==> config.mk <==
export PLATFORM = sky130hd
export DESIGN_NAME = rvWriteback
export DESIGN_NICKNAME = d
export VERILOG_FILES = /design/src/hw/rvCorePkg.sv /design/src/hw/rvWriteback.sv
export SDC_FILE = /design/constraint.sdc
export NUM_CORES = 1
export LEC_CHECK = 0
export BUFFER_PORTS_ARGS = -buffer_cell sky130_fd_sc_hd__buf_2
export CAP_MARGIN = 10
export CORE_AREA = 2 2 149 151
export DETAILED_ROUTE_END_ITERATION = 8
export DIE_AREA = 0 0 151 153
export SLEW_MARGIN = 40
export SYNTH_ARGS = -nofsm -noshare
export SYNTH_HDL_FRONTEND = slang
export SYNTH_SLANG_ARGS = --single-unit
==> constraint.sdc <==
create_clock -name clk -period 4.25 [get_ports clk]
set_clock_uncertainty 0.1 [all_clocks]
set_input_delay 0.2125 -clock clk [delete_from_list [all_inputs] [get_ports clk]]
set_output_delay 0.2125 -clock clk [all_outputs]
set_load 0.03 [all_outputs]
==> src/hw/rvCorePkg.sv <==
package rvCorePkg;

  typedef logic [31:0] wordT;
  typedef logic [4:0]  regIdxT;
  typedef logic [11:0] csrAddrT;
  typedef logic [3:0]  aluOpT;
  typedef logic [1:0]  wbSelT;

  localparam aluOpT ALU_ADD   = 4'd0;
  localparam aluOpT ALU_SUB   = 4'd1;
  localparam aluOpT ALU_SLL   = 4'd2;
  localparam aluOpT ALU_SLT   = 4'd3;
  localparam aluOpT ALU_SLTU  = 4'd4;
  localparam aluOpT ALU_XOR   = 4'd5;
  localparam aluOpT ALU_SRL   = 4'd6;
  localparam aluOpT ALU_SRA   = 4'd7;
  localparam aluOpT ALU_OR    = 4'd8;
  localparam aluOpT ALU_AND   = 4'd9;
  localparam aluOpT ALU_COPYB = 4'd10;

  localparam wbSelT WB_ALU = 2'd0;
  localparam wbSelT WB_MEM = 2'd1;
  localparam wbSelT WB_PC4 = 2'd2;
  localparam wbSelT WB_CSR = 2'd3;

  // operand B sources, zero is the fall-through entry
  localparam logic [1:0] BSEL_REG  = 2'd0;
  localparam logic [1:0] BSEL_IMM  = 2'd1;
  localparam logic [1:0] BSEL_CSR  = 2'd2;
  localparam logic [1:0] BSEL_ZERO = 2'd3;

  // access size, matches funct3[1:0] of loads and stores
  localparam logic [1:0] MEM_BYTE = 2'd0;
  localparam logic [1:0] MEM_HALF = 2'd1;
  localparam logic [1:0] MEM_WORD = 2'd2;

  localparam logic [6:0] OP_LUI    = 7'b0110111;
  localparam logic [6:0] OP_AUIPC  = 7'b0010111;
  localparam logic [6:0] OP_JAL    = 7'b1101111;
  localparam logic [6:0] OP_JALR   = 7'b1100111;
  localparam logic [6:0] OP_BRANCH = 7'b1100011;
  localparam logic [6:0] OP_LOAD   = 7'b0000011;
  localparam logic [6:0] OP_STORE  = 7'b0100011;
  localparam logic [6:0] OP_IMM    = 7'b0010011;
  localparam logic [6:0] OP_REG    = 7'b0110011;
  localparam logic [6:0] OP_SYSTEM = 7'b1110011;

  localparam wordT RESET_PC   = 32'h0;
  localparam int   DMEM_WORDS = 256;
  localparam int   DMEM_AW    = $clog2(DMEM_WORDS);

  localparam csrAddrT CSR_MTVEC  = 12'h305;
  localparam csrAddrT CSR_MEPC   = 12'h341;
  localparam csrAddrT CSR_MCAUSE = 12'h342;
  localparam wordT    MCAUSE_ECALL = 32'd11;

  typedef enum logic {
    FETCH_IDLE,
    FETCH_HOLD
  } fetchStateT;

  typedef struct packed {
    wordT pc;
    wordT inst;
  } fetchPktT;

  typedef struct packed {
    aluOpT      aluOp;
    logic       aluASel;
    logic [1:0] aluBSel;
    logic       memRead;
    logic       memWrite;
    logic [1:0] memSize;
    logic       memUnsigned;
    logic       regWrite;
    wbSelT      wbSel;
    logic       csrWrite;
    logic       csrSet;
    logic       branch;
    logic [2:0] brFunct;
    logic       jump;
    logic       jalr;
    logic       ecall;
    logic       mret;
    logic       ebreak;
    regIdxT     rd;
    regIdxT     rs1;
    regIdxT     rs2;
    wordT       imm;
    csrAddrT    csrId;
  } ctrlT;

  typedef struct packed {
    wordT   pc;
    regIdxT rd;
    wordT   data;
    logic   regWrite;
  } commitT;

endpackage

==> src/hw/rvWriteback.sv <==
module rvWriteback
  import rvCorePkg::*;
(
  input  logic     clk,
  input  logic     reset,
  input  logic     mfuValid,
  output logic     wbuReady,
  output logic     fire,
  input  fetchPktT fetchPkt,
  input  ctrlT     ctrl,
  input  wordT     aluOut,
  input  wordT     memDataR,
  input  wordT     snpc,
  input  wordT     csrReadData,
  output logic     regWrite,
  output wordT     regDataWB,
  output logic     csrWrite,
  output logic     commitValid,
  output commitT   commit,
  output logic     halt
);

  logic rdWritten;

  assign wbuReady = ~halt;
  assign fire     = mfuValid & wbuReady;

  always_comb begin
    case (ctrl.wbSel)
      WB_MEM:  regDataWB = memDataR;
      WB_PC4:  regDataWB = snpc;
      WB_CSR:  regDataWB = csrReadData;
      default: regDataWB = aluOut;
    endcase
  end

  assign regWrite = fire & ctrl.regWrite;
  // csrrs with rs1 = x0 only reads
  assign csrWrite = fire & ctrl.csrWrite & (~ctrl.csrSet | (ctrl.rs1 != '0));

  assign rdWritten = ctrl.regWrite & (ctrl.rd != '0);

  always_ff @(posedge clk) begin
    if (reset) begin
      commitValid <= 1'b0;
      halt        <= 1'b0;
    end else begin
      commitValid <= fire;
      if (fire && ctrl.ebreak) begin
        halt <= 1'b1;
      end
    end
  end

  always_ff @(posedge clk) begin
    if (fire) begin
      commit.pc       <= fetchPkt.pc;
      commit.rd       <= ctrl.regWrite ? ctrl.rd : '0;
      commit.data     <= rdWritten ? regDataWB : '0;
      commit.regWrite <= ctrl.regWrite;
    end
  end

endmodule

==> summary.txt, run 1 <==
==================================================================================
Run status                                                               completed
Gate count after technology mapping                                            169
Initial antenna violation count                                                  0
Detail Placement HPWL                                                      9310 um
Synth-to-layout area growth                                                  70.3%
Least-Margin Pin Slew                                                     0.734 ns
Total via count in the routed design                                          2997
Clock transition at path regs                                              0.06 ns
Final Slew Violations                                                            0
Routed wire per std cell                                                   16.0 um
Hold Path Origin                                                          ctrl[59]
Worst supply voltage drop on vdd                                        0.000146 V
Reg-to-Reg Start                                                              halt
Achievable frequency                                                     0.514 GHz
Final Routed Wirelength                                                   12300 um
Final worst path period need                                               1.94 ns
Count of pins on the block boundary                                            388
Combinational power share                                                    0.234
Number of nets still failing antenna checks after routing                        0
Count of different cell masters after synthesis                                 16
Required time of the critical path                                         3.94 ns
Slew HR                                                                      0.511
Number of core rows                                                             54
Clock tree from TritonCTS                                                      yes
Internal Power                                                             1560 uW
Cell leakage power                                                      0.00271 uW
Switch Pwr                                                                  635 uW
Number of iterations in the first detailed-routing pass                          4
Die Wd                                                                      151 um
CP startpoint                                                                 halt
Max Cap Violations                                                               0
Leading cell type in the layout, fill and taps excluded                      buf_2
Kind of end point of the critical path                                 output port
Pwr per Cell Area                                                      379 nW/um^2
Clock buffer count from CTS                                                      9
Remaining Overflow, GRT                                                          0
Synthesized flop and latch total                                                72
Total Negative Setup Slacks                                                   0 ns
Period utilisation layout                                                    0.458
Buffers on Ports                                                               286
Buffer depth of the longest clock path                                           2
Total design power                                                         2200 uW
Nature of the critical path startpoint                                    register
Fill cell count                                                               2244
Drc violations                                                                   0
Number of nets in the layout                                                   765
Most used cells in the layout excluding fill and tap cells            buf_2 (284), edfxtp_1 (70), dlygate4sd3_1 (33), mux4_2 (32), o211a_1 (32)
Area of the mapped netlist                                               3410 um^2
Count of H-tree levels built during CTS                                          3
DIE HEIGHT                                                                  153 um
First-pass GRT wire length                                                17300 um
Core footprint                                                          21500 um^2
Number of DRC markers in iteration 0                                           145
Area of combinational cells with multiple inputs                         1140 um^2
Sequential element share of the synthesized area                             0.629
Path category of the worst min-delay check                               in -> reg
Setup violation total in the final timing report                                 0
Pin count of the biggest net entering global routing                            40
Average via count per standard cell                                           3.89
Syn avg cell area                                                        20.2 um^2
All-Layer GR Usage                                                           0.103
Number of hold violations in the final report                                    0
Final antenna diode count                                                        0
Gates resized, CTS repair                                                        0
Share of final-layout standard cells stronger than drive strength 1          0.698
Cell chosen for the clock root                                           clkbuf_16
Initial Utilization                                                          0.159
Overall die area                                                        23100 um^2
Switching fraction of total power                                            0.289
Portion of total power attributed to the clock network                       0.380
Share of total power in sequential cells                                     0.387
Combined flip-flop and latch cell area                                   2140 um^2
Number of global-route vias before repair                                     3001
Arrival @ worst endpoint                                                   1.63 ns
Worst Path Max Fanout                                                           22
Worst setup path category                                               reg -> out
Number of sinks on the clock net                                                72
Unrepaired setup endpoints after global routing                              false
GP Congestion                                                                0.717
Synth Net Count                                                                449
Number of warning messages in the yosys log                                      0
Clock latency on the worst-skew pair                                       0.34 ns
==================================================================================
per-stage QoR:
| step | area [um^2] | hold WS, ns | instances | setup slack [ns] | util |
|---|---|---|---|---|---|
| 2_1_floorplan | 3410 | 0.184 | 169 | 0.780 | - |
| 3_3_place_gp | 5090 | 0.290 | 719 | 1.92 | 0.237 |
| 3_5_place_dp | 5090 | 0.291 | 719 | 2.21 | 0.237 |
| 4_1_cts | 5740 | 0.00643 | 768 | 2.00 | 0.267 |
| 5_1_grt | 5800 | 0.0240 | 770 | 2.18 | 0.270 |
| 6_report | 5800 | 0.0160 | 770 | 2.31 | 0.270 |
Yosys cell counts:
| master | count | area (um^2) |
|---|---|---|
| nor2_1 | 1 | 3.75 |
| nor2b_1 | 2 | 12.5 |
| dfxtp_1 | 2 | 40.0 |
| mux4_2 | 32 | 721 |
| buf_6 | 7 | 78.8 |
| edfxtp_1 | 70 | 2100 |
| and2_1 | 5 | 31.3 |
| a21oi_1 | 1 | 5.00 |
| clkbuf_1 | 8 | 30.0 |
| o311a_1 | 1 | 10.0 |
| buf_2 | 4 | 20.0 |
| inv_1 | 1 | 3.75 |
| or4b_2 | 1 | 10.0 |
| or4_4 | 1 | 11.3 |
| o211a_1 | 32 | 320 |
| and2_2 | 1 | 7.51 |
worst max-delay path, cell delays in order, from the launching register on:
cell and delay, ns:
dfxtp_1 0.35, nor2b_4 0.35, buf_16 0.21, o311a_1 0.17, buf_2 0.19
final cells by class:
type / instances / share of cell area
sequential: 72 / 0.369
timing repair buffer: 324 / 0.318
multi-input combinational: 77 / 0.196
tap: 280 / 0.0604
clock buffer: 10 / 0.0395
clock inverter: 6 / 0.0160
inverter: 1 / 0.000647
final timing paths:
path | to | slack (ns) | depth (start not counted)
worst max-delay path | csrWrite | 2.31 | 4
worst min-delay path | halt | 0.02 | 3
worst max register to register | commit[31] | 2.50 | 3
worst min register to register | halt | 0.47 | 2
flip-flops by register name, summed over array words and instances (netlist names):
| register | cells |
|---|---|
| commit | 70 |
| halt | 1 |
| commitValid | 1 |
power by group through the flow:
stage	logic (uW)	clock network, uW	registers (uW)
2_1_floorplan	200	0	967
3_3_place_gp	485	0	865
3_5_place_dp	489	0	866
4_1_cts	514	872	851
5_1_grt	546	897	855
6_report	514	834	850
what timing repair did:
item,in CTS,in global routing
hold buffers,33,0
endpoints found under the hold margin,34,0
setup buffers,0,0
kinds of logic (layout without fill, tap and decap cells):
| group | Yosys count | in the layout | synth area share |
|---|---|---|---|
| multiplexers | 32 | 32 | 0.212 |
| buffers and inverters | 20 | 341 | 0.0389 |
| flip-flops | 72 | 72 | 0.629 |
| AND/OR/NAND/NOR | 11 | 11 | 0.0224 |
| AO/OA/AOI/OAI | 34 | 34 | 0.0984 |
layer usage:
metal	up-vias	GRT usage	wire [um]
li1	1366	-	-
met1	1437	0.115	4760
met2	183	0.181	6180
met3	11	0.0385	1210
met4	0	0.0320	168
met5	-	0	0
Note: power is estimated with default switching activity, not from simulation.
==> inputs of run 2 (changes only) <==
--- a/config.mk
+++ b/config.mk
@@ -5,11 +5,12 @@
 export SDC_FILE = /design/constraint.sdc
 export NUM_CORES = 1
 export LEC_CHECK = 0
+export ABC_AREA = 1
 export BUFFER_PORTS_ARGS = -buffer_cell sky130_fd_sc_hd__buf_2
 export CAP_MARGIN = 10
-export CORE_AREA = 2 2 149 151
+export CORE_AREA = 2 2 150 152
 export DETAILED_ROUTE_END_ITERATION = 8
-export DIE_AREA = 0 0 151 153
+export DIE_AREA = 0 0 152 154
 export SLEW_MARGIN = 40
 export SYNTH_ARGS = -nofsm -noshare
 export SYNTH_HDL_FRONTEND = slang
==> constraint.sdc (replaced) <==
create_clock -name clk -period 1.85 [get_ports clk]
set_clock_uncertainty 0.1 [all_clocks]
set_input_delay 0.0925 -clock clk [delete_from_list [all_inputs] [get_ports clk]]
set_output_delay 0.0925 -clock clk [all_outputs]
set_load 0.03 [all_outputs]
==> run 2 against run 1 <==
Against the previous run: global-route usage rose by 1.9 points; register-to-register slack worse by 2.2 ns; final cell count is 34% higher; first-iteration DRC count up 62%; cell area rose by 7.5%; synthesized area up 8.2%; setup slack lost 2.1 ns; core utilization rose by 1.8 points; non-clock buffer count rose by 19; worst hold slack better by 0.057 ns; sequential power grew 130%.
==> summary.txt, run 2 <==
==================================================================================
Count of different cell masters after synthesis                                 17
Most used cells in the layout excluding fill and tap cells            buf_2 (286), nand3_1 (122), nor2_1 (96), inv_1 (72), edfxtp_1 (70)
Number of core rows                                                             54
GP Congestion                                                                0.807
Number of sinks on the clock net                                                72
Number of nets still failing antenna checks after routing                        0
Nature of the critical path startpoint                                  input port
Total design power                                                         4980 uW
Initial antenna violation count                                                  3
Synth Net Count                                                                700
Top_reg_cell synth                                                        edfxtp_1
DIE HEIGHT                                                                  154 um
Max Cap Violations                                                               0
Number of warning messages in the yosys log                                      0
Top cell types by occurrence after synthesis                          nand3_1 (123), nor2_1 (96), inv_1 (74)
Core footprint                                                          21700 um^2
Run status                                                               completed
Syn avg cell area                                                        8.78 um^2
Final standard cell utilization of the core                                  0.288
Count of pins on the block boundary                                            388
Synth-to-layout area growth                                                  69.2%
Remaining Overflow, GRT                                                          0
Number of flip-flops under the largest register name                            70
Number of hold violations in the final report                                    0
Met2 layer usage reported by global route                                    0.213
Number of DRC markers in iteration 0                                           235
Average via count per standard cell                                           3.95
Period utilisation layout                                                    0.873
Cell chosen for the clock root                                           clkbuf_16
Worst Path Max Fanout                                                            3
CP peak stage delay                                                        0.54 ns
Worst supply voltage drop on vdd                                        0.000285 V
Hold slack final                                                         0.0735 ns
WHS Path Cells                                                                   4
Sequential element share of the synthesized area                             0.581
Share of final-layout standard cells stronger than drive strength 1          0.436
Most used routing layer in global routing                                     met2
Die Wd                                                                      152 um
Initial Utilization                                                          0.170
Final Routed Wirelength                                                   14600 um
Cell leakage power                                                      0.00319 uW
Clock buffer count from CTS                                                      9
Critical path buffer and inverter count                                          6
Met3 Usage GRT                                                              0.0375
Required time of the critical path                                         1.66 ns
Clock transition at path regs                                              0.05 ns
First-pass GRT wire length                                                21800 um
Most frequent cell after synthesis                                         nand3_1
Leading post-synthesis cells by cell area                             edfxtp_1 (57%), nand3_1 (17%), nor2_1 (9.8%)
Global Route met1 Usage                                                      0.145
Path category of the worst min-delay check                               in -> reg
Number of nets in the layout                                                  1028
Setup violation total in the final timing report                                 0
Cell type contributing the most total cell area after synthesis           edfxtp_1
Worst Reg2Reg Path Length in Cells                                               6
Overall die area                                                        23400 um^2
Count of H-tree levels built during CTS                                          3
Final Slew Violations                                                            0
Worst setup path category                                                in -> out
Total stage count of the critical path                                           8
Critical Path Most Common Cell                                               buf_2
Biggest register                                                            commit
Largest registers                                                     commit: 70 flops, commitValid: 1 flops, halt: 1 flops
Gate count after technology mapping                                            420
Pin count of the biggest net entering global routing                            39
Slew HR                                                                      0.724
Pwr per Cell Area                                                      798 nW/um^2
Achievable frequency                                                     0.619 GHz
Drc violations                                                                   0
Area of the mapped netlist                                               3690 um^2
All-Layer GR Usage                                                           0.122
Buffers on Ports                                                               286
EDFF count, synth                                                               70
Clock latency on the worst-skew pair                                       0.33 ns
Fill cell count                                                               2296
Synthesized flop and latch total                                                72
Routed wire per std cell                                                   14.1 um
Total via count in the routed design                                          4084
Synth top area share                                                         0.570
Kind of end point of the critical path                                 output port
Clock tree from TritonCTS                                                      yes
Least-Margin Pin Slew                                                     0.414 ns
Design Area, Final                                                       6240 um^2
Critical-path cell with the highest stage delay                       dlygate4sd3_1
Detail Placement HPWL                                                     11100 um
Asr flop ratio synth                                                             0
Number of global-route vias before repair                                     3888
Arrival @ worst endpoint                                                   1.42 ns
Cell-by-cell trace of the critical path                               dlygate4sd3_1, buf_2, nand2_4, clkinvlp_4, buf_12, nand3_2, inv_1, buf_2
Standard cell area after detailed placement                              5500 um^2
Number of iterations in the first detailed-routing pass                          6
Final worst path period need                                               1.62 ns
Crit path max-delay family                                            buffers and inverters
Unrepaired setup endpoints after global routing                              false
Buffer depth of the longest clock path                                           2
Leading cell type in the layout, fill and taps excluded                      buf_2
Gates resized, CTS repair                                                        0
==================================================================================
==> run 2: final cells by class <==
| type | count | area [um^2] | area share |
|---|---|---|---|
| sequential | 72 | 2150 | 0.344 |
| timing repair buffer | 343 | 2020 | 0.325 |
| multi-input combinational | 246 | 1120 | 0.179 |
| tap | 280 | 350 | 0.0562 |
| inverter | 76 | 299 | 0.0479 |
| clock buffer | 10 | 229 | 0.0367 |
| clock inverter | 6 | 68.8 | 0.0110 |
| antenna | 2 | 5.00 | 0.000802 |
==> run 2: tightest hold or removal path, stage by stage <==
cell	delay, ns
buf_2	0.07
or2_2	0.09
nand2_1	0.05
nor2_1	0.08
==> run 2: per-stage QoR <==
step                setup slack, ns  cells  setup TNS [ns]
floorplan                    -0.352    420          -24.95
CTS                           0.261   1033               0
finish                        0.235   1035               0
detailed placement            0.276    974               0
global placement              0.299    974               0
global route                  0.173   1034               0
==> run 2: timing repair <==
item | 4_1_cts | 5_1_grt
hold endpoints to repair | 40 | 0
setup buffers | 2 | 0
endpoints found under the setup margin | 1 | 0
hold buffers | 41 | 0
==> run 2: per-layer routing <==
metal | up-vias | part of all wire
met4 | 2 | 0.013
met1 | 1846 | 0.42
met5 | - | 0.0011
met2 | 196 | 0.49
met3 | 17 | 0.071
li1 | 2023 | -
==> run 2: power breakdown <==
| group | switching (uW) | internal [uW] |
|---|---|---|
| clock network | 692 | 1050 |
| registers | 27.0 | 1930 |
| logic | 833 | 453 |
| total | 1550 | 3430 |
==> run 2: worst paths after layout <==
kind                       to  slack, ns  startpoint
setup reg to reg   commit[12]       0.33        halt
hold / removal     commit[19]       0.07  aluOut[18]
setup / recovery     csrWrite       0.23    mfuValid
hold reg to reg   commitValid       0.48        halt
==> run 2: kinds of logic after synthesis <==
kind of cell / share of synthesized area
AND/OR/NAND/NOR: 0.294
buffers and inverters: 0.122
flip-flops: 0.581
AO/OA/AOI/OAI: 0.00373
==> inputs of run 3 (changes only) <==
--- a/config.mk
+++ b/config.mk
@@ -11,6 +11,7 @@
 export CORE_AREA = 2 2 150 152
 export DETAILED_ROUTE_END_ITERATION = 8
 export DIE_AREA = 0 0 152 154
+export REMOVE_ABC_BUFFERS = 1
 export SLEW_MARGIN = 40
 export SYNTH_ARGS = -nofsm -noshare
 export SYNTH_HDL_FRONTEND = slang
==> run 3 against run 2 <==
Against the previous run: flip-flop and latch count unchanged; core utilization increased by 0.087 points; setup slack lost 0.074 ns; final cell count up 0.48%; die area unchanged; worst hold slack lost 0.010 ns; fmax is 4.4% lower; critical path type unchanged; largest cell class unchanged.
==> summary.txt, run 3 (synthesis results as in run 2) <==
==================================================================================
Switch Pwr                                                                 1580 uW
Clock transition at path regs                                              0.07 ns
Share of final-layout standard cells stronger than drive strength 1          0.435
Required time of the critical path                                         1.66 ns
Final Slew Violations                                                            0
Portion of total power attributed to the clock network                       0.371
Setup violation total in the final timing report                                 0
Combined flip-flop and latch cell area                                   2140 um^2
Total via count in the routed design                                          4136
Number of hold violations in the final report                                    0
Detail Placement HPWL                                                     10900 um
Design Area, Final                                                       6260 um^2
Global Route met1 Usage                                                      0.132
Pin count of the biggest net entering global routing                            43
Combinational power share                                                    0.248
Cell leakage power                                                      0.00323 uW
Arrival @ worst endpoint                                                   1.50 ns
Largest registers                                                     commit: 70 flops, commitValid: 1 flops, halt: 1 flops
Remaining Overflow, GRT                                                          0
Buffers on Ports                                                               286
Achievable frequency                                                     0.592 GHz
Initial Utilization                                                          0.170
Most used cells in the layout excluding fill and tap cells            buf_2 (286), nand3_1 (123), nor2_1 (96), inv_1 (73), edfxtp_1 (70)
Number of DRC markers in iteration 0                                           179
Slew HR                                                                      0.703
Unrepaired setup endpoints after global routing                              false
Total Negative Setup Slacks                                                   0 ns
Number of core rows                                                             54
Standard cell area after detailed placement                              5520 um^2
CP peak stage delay                                                        0.54 ns
Number of global-route vias before repair                                     3984
Die Wd                                                                      152 um
GP Congestion                                                                0.783
Kind of end point of the critical path                                 output port
Cell-by-cell trace of the critical path                               dlygate4sd3_1, buf_2, nand2_1, clkinv_4, buf_4, buf_2
DIE HEIGHT                                                                  154 um
Worst Path Max Fanout                                                           20
Nature of the critical path startpoint                                  input port
Count of pins on the block boundary                                            388
First-pass GRT wire length                                                21300 um
Period utilisation layout                                                    0.913
Worst supply voltage drop on vdd                                        0.000428 V
Clock buffer count from CTS                                                      9
Post-CTS setup buffers                                                           0
Most used routing layer in global routing                                     met2
Clock latency on the worst-skew pair                                       0.33 ns
Area of combinational cells with multiple inputs                         1100 um^2
Critical path buffer and inverter count                                          5
Met2 layer usage reported by global route                                    0.216
Final worst path period need                                               1.69 ns
All-Layer GR Usage                                                           0.119
Least-Margin Pin Slew                                                     0.445 ns
Worst setup path category                                                in -> out
Routed wire per std cell                                                   14.1 um
Initial antenna violation count                                                  1
Path category of the worst min-delay check                               in -> reg
Clock tree from TritonCTS                                                      yes
Met3 Usage GRT                                                              0.0310
Cell chosen for the clock root                                           clkbuf_16
Share of total power in sequential cells                                     0.380
Critical Path Most Common Cell                                               buf_2
Number of nets in the layout                                                  1034
Synth-to-layout area growth                                                  69.8%
Biggest register                                                            commit
Number of iterations in the first detailed-routing pass                          4
Run status                                                               completed
Number of sinks on the clock net                                                72
Buffer depth of the longest clock path                                           2
Switching fraction of total power                                            0.307
Max Cap Violations                                                               0
Final Routed Wirelength                                                   14700 um
Leading cell type in the layout, fill and taps excluded                      buf_2
Pwr per Cell Area                                                      823 nW/um^2
Fill cell count                                                               2312
Core footprint                                                          21700 um^2
Critical-path cell with the highest stage delay                       dlygate4sd3_1
Number of flip-flops under the largest register name                            70
Number of nets still failing antenna checks after routing                        0
Count of H-tree levels built during CTS                                          3
Drc violations                                                                   0
Internal Power                                                             3570 uW
Average via count per standard cell                                           3.98
Hold slack final                                                         0.0632 ns
Overall die area                                                        23400 um^2
Crit path max-delay family                                            buffers and inverters
==================================================================================
## run 3: final cells by class
| type | instances | share of cell area |
|---|---|---|
| clock inverters | 6 | 0.0148 |
| repair buffers | 349 | 0.327 |
| well taps | 280 | 0.0560 |
| diodes | 1 | 0.000400 |
| flip-flops and latches | 72 | 0.342 |
| inverters | 76 | 0.0468 |
| clock buffers | 10 | 0.0366 |
| multi-input cells | 246 | 0.176 |
## run 3: what timing repair did
action	in CTS	in global routing
hold endpoints to repair	40	0
gates resized for setup	1	0
setup endpoints to repair	2	0
hold buffers	41	0
## run 3: power groups by stage
| stage | clock network, uW | logic [uW] | registers (uW) |
|---|---|---|---|
| after global placement | 0 | 1210 | 1990 |
| after global routing | 2060 | 1380 | 1970 |
| after floorplan | 0 | 423 | 2220 |
| final | 1910 | 1280 | 1960 |
| after detailed placement | 0 | 1220 | 1990 |
| after CTS | 1990 | 1290 | 1960 |
## run 3: final timing paths
path,startpoint,end,slack (ns),cells after the start
max,mfuValid,fire,0.16,6
min,aluOut[19],commit[20],0.06,4
max reg2reg,halt,commit[58],0.47,4
min reg2reg,halt,commitValid,0.54,3
## run 3: layer usage
metal	up-vias	routed length [um]
li1	2034	-
met5	-	0
met2	225	7290
met4	0	340
met1	1861	5700
met3	16	1330
## run 3: metrics by stage
| stage | total power [uW] | cells | utilization | setup slack [ns] |
|---|---|---|---|---|
| 6_report | 5150 | 1040 | 0.289 | 0.161 |
| 5_1_grt | 5400 | 1039 | 0.288 | 0.0461 |
| 4_1_cts | 5240 | 1039 | 0.288 | 0.132 |
| 3_5_place_dp | 3210 | 982 | 0.254 | 0.260 |
| 3_3_place_gp | 3200 | 982 | 0.254 | 0.289 |
| 2_1_floorplan | 2640 | 394 | - | -1.15 |
## run 3: worst min-delay path: cells and delay by family
family                 cells  cell delay, ns
AND/OR/NAND/NOR            3            0.23
buffers and inverters      1            0.07
